[config.mk]
export PLATFORM = sky130hd
export DESIGN_NAME = ooo_core
export DESIGN_NICKNAME = d
export VERILOG_FILES = /design/src/ooo_pkg.sv /design/src/alu_unit.sv /design/src/reservation_station.sv /design/src/reorder_buffer.sv /design/src/reg_rename.sv /design/src/ooo_core.sv
export SDC_FILE = /design/constraint.sdc
export NUM_CORES = 2
export LEC_CHECK = 0
export ABC_AREA = 0
export BUFFER_PORTS_ARGS = -buffer_cell sky130_fd_sc_hd__buf_4
export CAP_MARGIN = 40
export CORE_ASPECT_RATIO = 1.2
export CORE_MARGIN = 4
export CORE_UTILIZATION = 56
export CTS_CLUSTER_DIAMETER = 80
export CTS_CLUSTER_SIZE = 8
export DETAILED_ROUTE_END_ITERATION = 8
export PLACE_DENSITY = 0.73
export SETUP_SLACK_MARGIN = 0.15
export SLEW_MARGIN = 20
export SYNTH_ARGS = -nofsm -noshare
export SYNTH_HDL_FRONTEND = slang
export SYNTH_HIERARCHICAL = 1
export SYNTH_SLANG_ARGS = --single-unit
[constraint.sdc]
create_clock -name clk -period 13.4 [get_ports clk]
set_clock_uncertainty 0.05 [all_clocks]
set_input_delay 1.34 -clock clk [delete_from_list [all_inputs] [get_ports clk]]
set_output_delay 1.34 -clock clk [all_outputs]
set_load 0.01 [all_outputs]
[src/ooo_pkg.sv]
`default_nettype none

package ooo_pkg;

    // Architectural register file
    localparam int NUM_REGS = 16;
    localparam int REG_IDX_W = 4;

    // Datapath and immediate widths
    localparam int DATA_W = 32;
    localparam int IMM_W = 16;

    // ROB and reservation stations share this depth
    localparam int ROB_DEPTH = 8;
    localparam int TAG_W = 3;

    // ALU opcodes
    typedef enum logic [2:0] {
        OP_ADD  = 3'd0,
        OP_SUB  = 3'd1,
        OP_AND  = 3'd2,
        OP_OR   = 3'd3,
        OP_XOR  = 3'd4,
        OP_SLT  = 3'd5,
        // Sign-extended immediate added to rs1
        OP_ADDI = 3'd6,
        // Immediate into the upper half, lower half zero
        OP_LUI  = 3'd7
    } alu_op_e;

endpackage

`default_nettype wire

[src/alu_unit.sv]
`timescale 1ns/1ps
`default_nettype none

module alu_unit (
    input  wire                            clk,
    input  wire                            rst,
    input  wire                            ex_valid,
    input  ooo_pkg::alu_op_e               ex_op,
    input  wire [ooo_pkg::DATA_W-1:0]      ex_a,
    input  wire [ooo_pkg::DATA_W-1:0]      ex_b,
    input  wire [ooo_pkg::TAG_W-1:0]       ex_tag,
    output logic                           cdb_valid,
    output logic [ooo_pkg::TAG_W-1:0]      cdb_tag,
    output logic [ooo_pkg::DATA_W-1:0]     cdb_data
);

    logic [ooo_pkg::DATA_W-1:0] result;

    always_comb begin
        case (ex_op)
            ooo_pkg::OP_ADD:  result = ex_a + ex_b;
            ooo_pkg::OP_SUB:  result = ex_a - ex_b;
            ooo_pkg::OP_AND:  result = ex_a & ex_b;
            ooo_pkg::OP_OR:   result = ex_a | ex_b;
            ooo_pkg::OP_XOR:  result = ex_a ^ ex_b;
            // Signed compare giving 1 or 0
            ooo_pkg::OP_SLT:  result = {{(ooo_pkg::DATA_W-1){1'b0}}, $signed(ex_a) < $signed(ex_b)};
            ooo_pkg::OP_ADDI: result = ex_a + ex_b;
            // Operand b already holds the shifted immediate
            ooo_pkg::OP_LUI:  result = ex_b;
            default:          result = '0;
        endcase
    end

    always_ff @(posedge clk) begin
        if (rst)
            cdb_valid <= 1'b0;
        else
            cdb_valid <= ex_valid;
        cdb_tag <= ex_tag;
        cdb_data <= result;
    end

endmodule

`default_nettype wire

[src/reservation_station.sv]
`timescale 1ns/1ps
`default_nettype none

module reservation_station (
    input  wire                            clk,
    input  wire                            rst,
    input  wire                            issue_valid,
    input  ooo_pkg::alu_op_e               issue_op,
    input  wire [ooo_pkg::IMM_W-1:0]       issue_imm,
    input  wire [ooo_pkg::TAG_W-1:0]       alloc_tag,
    input  wire                            src1_ready,
    input  wire [ooo_pkg::TAG_W-1:0]       src1_tag,
    input  wire [ooo_pkg::DATA_W-1:0]      src1_val,
    input  wire                            src2_ready,
    input  wire [ooo_pkg::TAG_W-1:0]       src2_tag,
    input  wire [ooo_pkg::DATA_W-1:0]      src2_val,
    input  wire                            cdb_valid,
    input  wire [ooo_pkg::TAG_W-1:0]       cdb_tag,
    input  wire [ooo_pkg::DATA_W-1:0]      cdb_data,
    output logic                           ex_valid,
    output ooo_pkg::alu_op_e               ex_op,
    output logic [ooo_pkg::DATA_W-1:0]     ex_a,
    output logic [ooo_pkg::DATA_W-1:0]     ex_b,
    output logic [ooo_pkg::TAG_W-1:0]      ex_tag
);

    logic [ooo_pkg::ROB_DEPTH-1:0] ent_valid, rdy_a, rdy_b;
    ooo_pkg::alu_op_e              ent_op [ooo_pkg::ROB_DEPTH];
    logic [ooo_pkg::TAG_W-1:0]     ent_tag [ooo_pkg::ROB_DEPTH];
    logic [ooo_pkg::TAG_W-1:0]     wait_a [ooo_pkg::ROB_DEPTH];
    logic [ooo_pkg::TAG_W-1:0]     wait_b [ooo_pkg::ROB_DEPTH];
    logic [ooo_pkg::DATA_W-1:0]    val_a [ooo_pkg::ROB_DEPTH];
    logic [ooo_pkg::DATA_W-1:0]    val_b [ooo_pkg::ROB_DEPTH];

    logic [ooo_pkg::TAG_W-1:0] free_idx, sel_idx;
    logic                      sel_found;

    // Immediate forms take operand b from the instruction
    logic                       use_imm;
    logic [ooo_pkg::DATA_W-1:0] imm_val;

    assign use_imm = issue_op == ooo_pkg::OP_ADDI || issue_op == ooo_pkg::OP_LUI;
    assign imm_val = (issue_op == ooo_pkg::OP_LUI)
                   ? {issue_imm, {(ooo_pkg::DATA_W-ooo_pkg::IMM_W){1'b0}}}
                   : {{(ooo_pkg::DATA_W-ooo_pkg::IMM_W){issue_imm[ooo_pkg::IMM_W-1]}}, issue_imm};

    // Lowest free slot and lowest ready slot
    always_comb begin
        free_idx = '0;
        sel_idx = '0;
        sel_found = 1'b0;
        for (int i = ooo_pkg::ROB_DEPTH - 1; i >= 0; i--) begin
            if (!ent_valid[i])
                free_idx = ooo_pkg::TAG_W'(i);
            if (ent_valid[i] && rdy_a[i] && rdy_b[i]) begin
                sel_idx = ooo_pkg::TAG_W'(i);
                sel_found = 1'b1;
            end
        end
    end

    assign ex_valid = sel_found;
    assign ex_op = ent_op[sel_idx];
    assign ex_a = val_a[sel_idx];
    assign ex_b = val_b[sel_idx];
    assign ex_tag = ent_tag[sel_idx];

    always_ff @(posedge clk) begin
        if (rst) begin
            ent_valid <= '0;
        end else begin
            if (sel_found)
                ent_valid[sel_idx] <= 1'b0;
            if (issue_valid)
                ent_valid[free_idx] <= 1'b1;
        end
    end

    always_ff @(posedge clk) begin
        // Wakeup on the CDB
        for (int i = 0; i < ooo_pkg::ROB_DEPTH; i++) begin
            if (cdb_valid && !rdy_a[i] && wait_a[i] == cdb_tag) begin
                rdy_a[i] <= 1'b1;
                val_a[i] <= cdb_data;
            end
            if (cdb_valid && !rdy_b[i] && wait_b[i] == cdb_tag) begin
                rdy_b[i] <= 1'b1;
                val_b[i] <= cdb_data;
            end
        end
        if (issue_valid) begin
            ent_op[free_idx] <= issue_op;
            ent_tag[free_idx] <= alloc_tag;
            // LUI ignores rs1 and never waits on it
            rdy_a[free_idx] <= src1_ready || issue_op == ooo_pkg::OP_LUI;
            wait_a[free_idx] <= src1_tag;
            val_a[free_idx] <= src1_val;
            rdy_b[free_idx] <= src2_ready || use_imm;
            wait_b[free_idx] <= src2_tag;
            val_b[free_idx] <= use_imm ? imm_val : src2_val;
        end
    end

endmodule

`default_nettype wire

[src/reorder_buffer.sv]
`timescale 1ns/1ps
`default_nettype none

module reorder_buffer (
    input  wire                            clk,
    input  wire                            rst,
    input  wire                            issue_valid,
    input  wire [ooo_pkg::REG_IDX_W-1:0]   issue_rd,
    input  wire [ooo_pkg::TAG_W-1:0]       rob_rd_tag1,
    input  wire [ooo_pkg::TAG_W-1:0]       rob_rd_tag2,
    input  wire                            cdb_valid,
    input  wire [ooo_pkg::TAG_W-1:0]       cdb_tag,
    input  wire [ooo_pkg::DATA_W-1:0]      cdb_data,
    output logic [ooo_pkg::TAG_W-1:0]      alloc_tag,
    output logic                           rob_rd_done1,
    output logic [ooo_pkg::DATA_W-1:0]     rob_rd_data1,
    output logic                           rob_rd_done2,
    output logic [ooo_pkg::DATA_W-1:0]     rob_rd_data2,
    output logic                           issue_credit,
    output logic                           commit_valid,
    output logic [ooo_pkg::REG_IDX_W-1:0]  commit_rd,
    output logic [ooo_pkg::TAG_W-1:0]      commit_tag,
    output logic [ooo_pkg::DATA_W-1:0]     commit_data
);

    logic [ooo_pkg::ROB_DEPTH-1:0] ent_valid;
    logic [ooo_pkg::ROB_DEPTH-1:0] ent_done;
    logic [ooo_pkg::REG_IDX_W-1:0] ent_rd [ooo_pkg::ROB_DEPTH];
    logic [ooo_pkg::DATA_W-1:0]    ent_data [ooo_pkg::ROB_DEPTH];

    // Depth is a power of two, so the pointers wrap on their own
    logic [ooo_pkg::TAG_W-1:0] head, tail;

    // Credits still owed to the sender
    logic [ooo_pkg::TAG_W:0] owed;
    logic [ooo_pkg::TAG_W:0] owed_sum;

    assign alloc_tag = tail;

    assign commit_valid = ent_valid[head] && ent_done[head];
    assign commit_rd = ent_rd[head];
    assign commit_tag = head;
    assign commit_data = ent_data[head];

    // Operand bypass for results not yet committed
    assign rob_rd_done1 = ent_valid[rob_rd_tag1] && ent_done[rob_rd_tag1];
    assign rob_rd_data1 = ent_data[rob_rd_tag1];
    assign rob_rd_done2 = ent_valid[rob_rd_tag2] && ent_done[rob_rd_tag2];
    assign rob_rd_data2 = ent_data[rob_rd_tag2];

    assign owed_sum = owed + {{ooo_pkg::TAG_W{1'b0}}, commit_valid};

    always_ff @(posedge clk) begin
        if (rst) begin
            ent_valid <= '0;
            ent_done <= '0;
            head <= '0;
            tail <= '0;
            owed <= (ooo_pkg::TAG_W+1)'(ooo_pkg::ROB_DEPTH);
            issue_credit <= 1'b0;
        end else begin
            if (commit_valid) begin
                ent_valid[head] <= 1'b0;
                head <= head + 1'b1;
            end
            if (cdb_valid)
                ent_done[cdb_tag] <= 1'b1;
            if (issue_valid) begin
                ent_valid[tail] <= 1'b1;
                ent_done[tail] <= 1'b0;
                tail <= tail + 1'b1;
            end
            // One pulse per cycle until nothing is owed
            if (owed_sum != '0) begin
                issue_credit <= 1'b1;
                owed <= owed_sum - 1'b1;
            end else begin
                issue_credit <= 1'b0;
                owed <= owed_sum;
            end
        end
    end

    always_ff @(posedge clk) begin
        if (cdb_valid)
            ent_data[cdb_tag] <= cdb_data;
        if (issue_valid)
            ent_rd[tail] <= issue_rd;
    end

endmodule

`default_nettype wire

[src/reg_rename.sv]
`timescale 1ns/1ps
`default_nettype none

module reg_rename (
    input  wire                            clk,
    input  wire                            rst,
    input  wire                            issue_valid,
    input  wire [ooo_pkg::REG_IDX_W-1:0]   issue_rd,
    input  wire [ooo_pkg::REG_IDX_W-1:0]   issue_rs1,
    input  wire [ooo_pkg::REG_IDX_W-1:0]   issue_rs2,
    input  wire [ooo_pkg::TAG_W-1:0]       alloc_tag,
    input  wire                            rob_rd_done1,
    input  wire [ooo_pkg::DATA_W-1:0]      rob_rd_data1,
    input  wire                            rob_rd_done2,
    input  wire [ooo_pkg::DATA_W-1:0]      rob_rd_data2,
    input  wire                            cdb_valid,
    input  wire [ooo_pkg::TAG_W-1:0]       cdb_tag,
    input  wire [ooo_pkg::DATA_W-1:0]      cdb_data,
    input  wire                            commit_valid,
    input  wire [ooo_pkg::REG_IDX_W-1:0]   commit_rd,
    input  wire [ooo_pkg::TAG_W-1:0]       commit_tag,
    input  wire [ooo_pkg::DATA_W-1:0]      commit_data,
    output logic [ooo_pkg::TAG_W-1:0]      rob_rd_tag1,
    output logic [ooo_pkg::TAG_W-1:0]      rob_rd_tag2,
    output logic                           src1_ready,
    output logic [ooo_pkg::TAG_W-1:0]      src1_tag,
    output logic [ooo_pkg::DATA_W-1:0]     src1_val,
    output logic                           src2_ready,
    output logic [ooo_pkg::TAG_W-1:0]      src2_tag,
    output logic [ooo_pkg::DATA_W-1:0]     src2_val
);

    logic [ooo_pkg::DATA_W-1:0] reg_data [ooo_pkg::NUM_REGS];
    logic [ooo_pkg::TAG_W-1:0]  reg_tag [ooo_pkg::NUM_REGS];
    logic [ooo_pkg::NUM_REGS-1:0] reg_busy;

    // Returns {ready, value} for one source operand
    function automatic logic [ooo_pkg::DATA_W:0] resolve(
        input logic [ooo_pkg::REG_IDX_W-1:0] idx,
        input logic                          busy,
        input logic [ooo_pkg::TAG_W-1:0]     tag,
        input logic [ooo_pkg::DATA_W-1:0]    value,
        input logic                          rob_done,
        input logic [ooo_pkg::DATA_W-1:0]    rob_data
    );
        if (idx == '0)
            return {1'b1, {ooo_pkg::DATA_W{1'b0}}};
        else if (!busy)
            return {1'b1, value};
        else if (rob_done)
            return {1'b1, rob_data};
        // Result broadcast in this very cycle
        else if (cdb_valid && cdb_tag == tag)
            return {1'b1, cdb_data};
        else
            return {1'b0, {ooo_pkg::DATA_W{1'b0}}};
    endfunction

    assign rob_rd_tag1 = reg_tag[issue_rs1];
    assign rob_rd_tag2 = reg_tag[issue_rs2];
    assign src1_tag = reg_tag[issue_rs1];
    assign src2_tag = reg_tag[issue_rs2];

    assign {src1_ready, src1_val} = resolve(issue_rs1, reg_busy[issue_rs1], reg_tag[issue_rs1],
                                            reg_data[issue_rs1], rob_rd_done1, rob_rd_data1);
    assign {src2_ready, src2_val} = resolve(issue_rs2, reg_busy[issue_rs2], reg_tag[issue_rs2],
                                            reg_data[issue_rs2], rob_rd_done2, rob_rd_data2);

    always_ff @(posedge clk) begin
        if (rst) begin
            reg_busy <= '0;
            for (int i = 0; i < ooo_pkg::NUM_REGS; i++) begin
                reg_data[i] <= '0;
                reg_tag[i] <= '0;
            end
        end else begin
            if (commit_valid && commit_rd != '0) begin
                reg_data[commit_rd] <= commit_data;
                // A newer producer may already own this register
                if (reg_busy[commit_rd] && reg_tag[commit_rd] == commit_tag)
                    reg_busy[commit_rd] <= 1'b0;
            end
            // Issue comes last so the new tag wins
            if (issue_valid && issue_rd != '0) begin
                reg_busy[issue_rd] <= 1'b1;
                reg_tag[issue_rd] <= alloc_tag;
            end
        end
    end

endmodule

`default_nettype wire

[src/ooo_core.sv]
`timescale 1ns/1ps
`default_nettype none

module ooo_core (
    input  wire                            clk,
    input  wire                            rst,
    input  wire                            issue_valid,
    input  ooo_pkg::alu_op_e               issue_op,
    input  wire [ooo_pkg::REG_IDX_W-1:0]   issue_rd,
    input  wire [ooo_pkg::REG_IDX_W-1:0]   issue_rs1,
    input  wire [ooo_pkg::REG_IDX_W-1:0]   issue_rs2,
    input  wire [ooo_pkg::IMM_W-1:0]       issue_imm,
    output logic                           issue_credit,
    output logic                           commit_valid,
    output logic [ooo_pkg::REG_IDX_W-1:0]  commit_rd,
    output logic [ooo_pkg::DATA_W-1:0]     commit_data
);

    // Allocation and operand lookup
    logic [ooo_pkg::TAG_W-1:0]  alloc_tag;
    logic [ooo_pkg::TAG_W-1:0]  rob_rd_tag1, rob_rd_tag2;
    logic                       rob_rd_done1, rob_rd_done2;
    logic [ooo_pkg::DATA_W-1:0] rob_rd_data1, rob_rd_data2;
    logic                       src1_ready, src2_ready;
    logic [ooo_pkg::TAG_W-1:0]  src1_tag, src2_tag;
    logic [ooo_pkg::DATA_W-1:0] src1_val, src2_val;

    // Dispatch to the ALU
    logic                       ex_valid;
    ooo_pkg::alu_op_e           ex_op;
    logic [ooo_pkg::DATA_W-1:0] ex_a, ex_b;
    logic [ooo_pkg::TAG_W-1:0]  ex_tag;

    // Common data bus
    logic                       cdb_valid;
    logic [ooo_pkg::TAG_W-1:0]  cdb_tag;
    logic [ooo_pkg::DATA_W-1:0] cdb_data;

    logic [ooo_pkg::TAG_W-1:0]  commit_tag;

    reg_rename u_rename (
        .clk(clk), .rst(rst),
        .issue_valid(issue_valid), .issue_rd(issue_rd),
        .issue_rs1(issue_rs1), .issue_rs2(issue_rs2),
        .alloc_tag(alloc_tag),
        .rob_rd_done1(rob_rd_done1), .rob_rd_data1(rob_rd_data1),
        .rob_rd_done2(rob_rd_done2), .rob_rd_data2(rob_rd_data2),
        .cdb_valid(cdb_valid), .cdb_tag(cdb_tag), .cdb_data(cdb_data),
        .commit_valid(commit_valid), .commit_rd(commit_rd),
        .commit_tag(commit_tag), .commit_data(commit_data),
        .rob_rd_tag1(rob_rd_tag1), .rob_rd_tag2(rob_rd_tag2),
        .src1_ready(src1_ready), .src1_tag(src1_tag), .src1_val(src1_val),
        .src2_ready(src2_ready), .src2_tag(src2_tag), .src2_val(src2_val)
    );

    reorder_buffer u_rob (
        .clk(clk), .rst(rst),
        .issue_valid(issue_valid), .issue_rd(issue_rd),
        .rob_rd_tag1(rob_rd_tag1), .rob_rd_tag2(rob_rd_tag2),
        .cdb_valid(cdb_valid), .cdb_tag(cdb_tag), .cdb_data(cdb_data),
        .alloc_tag(alloc_tag),
        .rob_rd_done1(rob_rd_done1), .rob_rd_data1(rob_rd_data1),
        .rob_rd_done2(rob_rd_done2), .rob_rd_data2(rob_rd_data2),
        .issue_credit(issue_credit),
        .commit_valid(commit_valid), .commit_rd(commit_rd),
        .commit_tag(commit_tag), .commit_data(commit_data)
    );

    reservation_station u_rs (
        .clk(clk), .rst(rst),
        .issue_valid(issue_valid), .issue_op(issue_op), .issue_imm(issue_imm),
        .alloc_tag(alloc_tag),
        .src1_ready(src1_ready), .src1_tag(src1_tag), .src1_val(src1_val),
        .src2_ready(src2_ready), .src2_tag(src2_tag), .src2_val(src2_val),
        .cdb_valid(cdb_valid), .cdb_tag(cdb_tag), .cdb_data(cdb_data),
        .ex_valid(ex_valid), .ex_op(ex_op), .ex_a(ex_a), .ex_b(ex_b), .ex_tag(ex_tag)
    );

    alu_unit u_alu (
        .clk(clk), .rst(rst),
        .ex_valid(ex_valid), .ex_op(ex_op), .ex_a(ex_a), .ex_b(ex_b), .ex_tag(ex_tag),
        .cdb_valid(cdb_valid), .cdb_tag(cdb_tag), .cdb_data(cdb_data)
    );

endmodule

`default_nettype wire

# ---- Word-level counts from Yosys, hierarchy flattened
# Memory sizes are Yosys's and may differ from the RTL's. A register that Yosys moved wholly into a read port is not among the register bits.
# Index checks and enable logic that the tools add are counted.
dict set report op_classes {
  add_sub_neg 6
  magnitude_cmp 19
  n_eq_ne 28
  n_mux 156
  n_bitwise 15
  n_reduce_logical 91
}
# cell n
set ops {}
lappend ops {{$mux W33} 8}
lappend ops {{$pmux W32 S7} 1}
lappend ops {{$mux W8} 11}
lappend ops {{$mux W1} 87}
lappend ops {{$mux W16} 4}
lappend ops {{$mux W32} 2}
lappend ops {{$logic_and A1 B1 Y1} 63}
lappend ops {{$mux W3} 21}
lappend ops {{$eq A3 B3 Y1} 19}
lappend ops {{$add A32 B32 Y32} 1}
lappend ops {{$and A32 B32 Y32} 1}
lappend ops {{$lt A32 B32 Y1} 1}
lappend ops {{$or A32 B32 Y32} 1}
lappend ops {{$reduce_or A32 Y1} 1}
lappend ops {{$sub A32 B32 Y32} 1}
lappend ops {{$xor A32 B32 Y32} 1}
lappend ops {{$mux W31} 1}
lappend ops {{$lt A3 B4 Y1 const B} 7}
lappend ops {{$and A8 B8 Y8} 3}
lappend ops {{$not A8 Y8} 3}
lappend ops {{$or A8 B8 Y8} 3}
lappend ops {{$lt A4 B5 Y1 const B} 4}
lappend ops {{$bmux W1 S3} 6}
lappend ops {{$eq A3 B3 Y1 const B} 6}
lappend ops {{other kinds (22)} 59}
dict set report word_totals {
  ff_bits 100
  mem_bits_rw 1456
  inputBits 34
  output_inout_bits 38
  mem_count 10
}
# name depth width rd rd_ports_with_merged_regs write_ports line
set memory_table {}
lappend memory_table {u_rename.reg_data 16 32 2 0 16 reg_rename.sv:33} ;# logic [ooo_pkg::DATA_W-1:0] reg_data [ooo_pkg::NUM_REGS];
lappend memory_table {u_rob.ent_data 8 32 3 1 1 reorder_buffer.sv:29} ;# logic [ooo_pkg::DATA_W-1:0] ent_data [ooo_pkg::ROB_DEPTH];
lappend memory_table {u_rs.val_a 8 32 1 0 9 reservation_station.sv:32} ;# logic [ooo_pkg::DATA_W-1:0] val_a [ooo_pkg::ROB_DEPTH];
lappend memory_table {u_rs.val_b 8 32 1 0 9 reservation_station.sv:33} ;# logic [ooo_pkg::DATA_W-1:0] val_b [ooo_pkg::ROB_DEPTH];
lappend memory_table {u_rename.reg_tag 16 3 3 0 16 reg_rename.sv:34} ;# logic [ooo_pkg::TAG_W-1:0] reg_tag [ooo_pkg::NUM_REGS];
lappend memory_table {u_rob.ent_rd 8 4 1 1 1 reorder_buffer.sv:28} ;# logic [ooo_pkg::REG_IDX_W-1:0] ent_rd [ooo_pkg::ROB_DEPTH];
lappend memory_table {{4 more memories} -- -- -- -- -- --}

# ---- Longest topological paths before layout
dict set report depth {
  depth_word 20
  ltp_mapped 22
}

# ---- Hierarchy
# Netlist, hierarchy kept.
# module n_inst cells_per_inst area_per_inst_um2 seq_area_each_um2
set by_module_without_submodules {}
lappend by_module_without_submodules {reg_rename 1 2397 33418.3 17136.4}
lappend by_module_without_submodules {reservation_station 1 2787 29837.4 18738.0}
lappend by_module_without_submodules {reorder_buffer 1 811 16026.6 9248.9}
lappend by_module_without_submodules {alu_unit 1 942 6502.5 720.7}

# ---- Worst setup path before layout
# OpenSTA, ideal clock, no wires.
dict set report synth_path {
  path_kind {flip-flop to flip-flop}
  start {register with a tool-made name}
  end {memory u_rename/reg_data[2][0] (netlist bit), enable pin}
  t_arrival_ns 4.967
  required_ns 12.880
  setup_slack_ns 7.914
  path_stages_with_launch 9
  n_path_buf 4
  period_less_slack_ns 5.486
  path_cell_list {dfxtp_1 > clkbuf_1 > buf_2 > mux4_2 > mux2_2 > clkbuf_1 > clkbuf_1 > nand3b_1 > o31ai_1}
}
# element line
set synth_rtl {}
lappend synth_rtl {{end: declaration} reg_rename.sv:33}

# ---- Worst setup path in the final report
dict set report layout_path {
  start {register u_rs/ent_valid[6] (netlist bit)}
  end {register u_alu/cdb_data[30] (netlist bit)}
}
# element line
set layout_rtl {}
lappend layout_rtl {{start: declaration} reservation_station.sv:27} ;# logic [ooo_pkg::ROB_DEPTH-1:0] ent_valid, rdy_a, rdy_b;
lappend layout_rtl {{start signal: assignment} reservation_station.sv:70} ;# ent_valid <= '0;
lappend layout_rtl {{start signal: indexed assignment} reservation_station.sv:73} ;# ent_valid[sel_idx] <= 1'b0;
lappend layout_rtl {{start signal: indexed assignment} reservation_station.sv:75} ;# ent_valid[free_idx] <= 1'b1;
lappend layout_rtl {{$logic_and A1 B1 Y1 * (2 in a row)} reservation_station.sv:55} ;# if (ent_valid[i] && rdy_a[i] && rdy_b[i]) begin
lappend layout_rtl {{$mux W3 * (7 in a row)} reservation_station.sv:55}
lappend layout_rtl {{$mem_v2 Z8 W32 *} --}
lappend layout_rtl {{via ex_a (one bit)} ooo_core.sv:31} ;# logic [ooo_pkg::DATA_W-1:0] ex_a, ex_b;
lappend layout_rtl {{$add A32 B32 Y32 / $sub A32 B32 Y32 (equally long branches)} {alu_unit.sv:21, alu_unit.sv:28, alu_unit.sv:22}}
lappend layout_rtl {{$pmux W32 S7 *} alu_unit.sv:20} ;# case (ex_op)
lappend layout_rtl {{via u_alu.result (one bit)} alu_unit.sv:17} ;# logic [ooo_pkg::DATA_W-1:0] result;
lappend layout_rtl {{end signal: assignment} alu_unit.sv:41} ;# cdb_data <= result;
lappend layout_rtl {{end: declaration} alu_unit.sv:14} ;# output logic [ooo_pkg::DATA_W-1:0] cdb_data
# Mark *: on every way through the listed nets, which the timed path passes. The rest lies on a longest branch.
# A chain may end at the register's enable or synchronous reset.

==> impl_metrics.ini <==
[timing]
drv_slew = 0
rsz0062_at_grt = no
setup_viol_count_final = 0
slew_headroom = 0.373
min_period_ns = 7.02
worstMarginPinSlew_ns = 0.938
setup_tns_ns = 0
hold_viol_final = 0
timing.fmax_ghz = 0.142
fin_crit_sh = 0.524

[die]
num_rows = 157
fp.dieH_um = 437
die-area_sq_mm = 0.160
initial_core_util = 0.563
core_area_sq_mm = 0.152
die_x_um = 365
ios = 72

[layout]
nets = 6965
seq_area_sq_mm = 0.0459
multi_input_area_sq_mm = 0.0374
area_growth_pct = 10.4
fillers = 11300
drive_gt1_frac = 0.186

[grt]
first_global_vias = 62700
grt_max_degree = 121
antenna_found_initial = 10
overflow = 0
gr-usage-all-layers = 0.344
grt_pass1_wl_mm = 402

[worst_setup_path]
critPathLaunchType = flop
crit_chain = and3_1 > o211ai_1 > a41oi_4 > buf_4 > buf_12 > mux2i_1 > o22ai_1 > inv_1 > ha_1 > inv_2 > o311ai_4 > o21ai_0 > a21oi_1 > a311oi_2 > o221ai_2 > a211oi_2 > or4_1 > a311oi_1 > a2bb2oi_1
max_stage_delay_ns = 0.71
cp_max_fo = 120
critical_path.top_delay_family = compound AO/OA/AOI/OAI gates
critical_path_buf_inv_count = 4
slowest_stage = a41oi_4
arrival_ns = 7.74
worstSetupPathType = flop to flop
cp-end-kind = flop
crit_required_ns = 14.12

[routing]
wl_per_cell_um = 31.3
drc_errors = 0
vias = 62900
drt-initial-drc-count = 9090
final_antenna_net_count = 0
via_per_inst = 7.06
drt-total-wl_mm = 278
firstDrtPassIters = 8

[clocking]
tritoncts = yes
cts-hold-fix-buffers = 0
cts_root_buf = clkbuf_16
clkTransAtPathRegs_ns = 0.05
cts_setup_buffers = 0
numCtsBuffers = 215
clockBufferDepth = 3
post_cts_resized = 0
clkSinkCount = 1562
insertion_delay_ns = 0.85
htreeDepth = 4

[power]
vdd_drop_max_mv = 0.137
finalPower_w = 0.0143
p_leak_nw = 34.2
powerDensity_mw_per_mm2 = 151

[synthesis]
synth_area_sq_mm = 0.0858
ys.flop_type = edfxtp_1
avgSynthCellArea_sq_um = 12.4
yosysWarnings = 6
ys_async_sr_fraction = 0
yosysSeqAreaShare = 0.534
ys_types = 111
synth_edf_count = 1456
netlist_instances = 6937
ys_ff_latch = 1562

[placed_design]
hpwlAfterDp_mm = 170
gp_congestion = 0.931
port_buffers = 71

[run_status]
status = finished clean

[flow_run]
drv_cap = 0

[hold_path]
hp-class = flop to flop
-- state kept, by name, indices dropped and copies added, names as in the netlist, 32 cells and up, named ones only --
signal and flops:
u_rename/reg_data 512, u_rob/ent_data 256, u_rs/val_a 256, u_rs/val_b 256, u_rename/reg_tag 48, u_alu/cdb_data 32, u_rob/ent_rd 32
-- logic make-up after synthesis --
logic type | share of synthesized area
other | 0.0000437
buffers and inverters | 0.0395
AO/OA/AOI/OAI | 0.100
AND/OR/NAND/NOR | 0.127
adder cells (fa/ha/maj) | 0.0153
flip-flops | 0.534
XOR/XNOR | 0.00735
multiplexers | 0.176
-- power breakdown --
part	switching [W]	internal (W)
Clock	0.00197	0.00297
Sequential	0.000155	0.00588
Combinational	0.00221	0.00113
Total	0.00434	0.00999
-- metrics by stage --
step	setup WS [ns]	hold slack, ns	utilization	std cells	area (sq um)
after CTS	6.49	0.441	0.620	8881	94500
after floorplan	7.91	0.406	-	6971	85900
after global routing	6.14	0.460	0.621	8901	94700
after global placement	6.13	0.418	0.578	8551	88100
final	6.38	0.441	0.621	8903	94700
after detailed placement	6.12	0.430	0.581	8578	88500
-- cell usage in the layout (no fill, tap or decap), types with 17 or more instances in the layout --
master     count
mux4_2       504
o211ai_1      76
nand2b_1      26
nand2_1     1049
a211oi_1      17
a221oi_1      99
and3b_1       31
nor2b_1       52
inv_1        110
clkbuf_16    221
mux2i_1      214
buf_4        248
o22ai_1       79
a31o_1        21
conb_1        35
nor2_1       181
and2_1       528
nand3b_1      22
o21ai_0      326
clkbuf_1      76
a2111oi_0     33
nor3b_1       24
nor3_1        33
nand4_1       43
a21oi_1      353
xnor2_1       38
mux2_2       109
a22o_1        51
nand3_1      156
dfxtp_1      102
o21ai_1       57
ha_1         101
xor2_1        34
a311o_1       33
edfxtp_1    1456
-- synthesized netlist by cell type (34+ instances only) --
library cell | instances | area share
nand2_1 | 1054 | 0.046
clkbuf_1 | 372 | 0.016
o21ai_0 | 341 | 0.020
nor3_1 | 39 | 0.0023
xnor2_1 | 38 | 0.0039
nor2b_1 | 52 | 0.0038
mux2_2 | 109 | 0.014
o211ai_1 | 76 | 0.0067
nand3_1 | 158 | 0.0092
and2_1 | 531 | 0.039
nor2_1 | 201 | 0.0088
buf_2 | 161 | 0.0094
dfxtp_1 | 106 | 0.025
a21oi_1 | 354 | 0.021
a22o_1 | 51 | 0.0052
buf_1 | 60 | 0.0026
ha_1 | 101 | 0.015
mux4_2 | 504 | 0.13
o21ai_1 | 58 | 0.0034
mux2i_1 | 223 | 0.026
o22ai_1 | 82 | 0.0060
buf_4 | 40 | 0.0035
a221oi_1 | 99 | 0.010
xor2_1 | 34 | 0.0035
inv_1 | 112 | 0.0049
edfxtp_1 | 1456 | 0.51
nand4_1 | 43 | 0.0031
-- tightest hold or removal path, cell delays in order, from the launching register on --
cell and delay, ns:
dfxtp_1 0.32, a21oi_1 0.06, nor2_1 0.07
-- final timing paths --
check / startpoint / to / slack, ns / cells past startpoint
worst min register to register: u_rob/ent_valid[7] / u_rob/ent_valid[7] / 0.44 / 2
worst max register to register: u_rs/ent_valid[6] / u_alu/cdb_data[30] / 6.38 / 19
worst max-delay path: u_rs/ent_valid[6] / u_alu/cdb_data[30] / 6.38 / 19
worst min-delay path: u_rob/ent_valid[7] / u_rob/ent_valid[7] / 0.44 / 2
-- per-layer routing --
layer | routed length, um | up-vias | GRT usage
met1 | 90900 | 30600 | 0.417
met5 | 68 | - | 0
met3 | 36200 | 1276 | 0.0913
met4 | 18900 | 10 | 0.203
met2 | 132000 | 4976 | 0.555
li1 | - | 26000 | -
-- layout make-up --
| type | count | share of cell area |
|---|---|---|
| antenna | 2 | 0.0000528 |
| clock buffer | 297 | 0.0614 |
| clock inverter | 6 | 0.00107 |
| inverter | 124 | 0.00499 |
| multi-input combinational | 4635 | 0.395 |
| sequential | 1562 | 0.484 |
| tap | 1987 | 0.0262 |
| timing repair buffer | 290 | 0.0270 |
(Power assumes the default switching activity.)
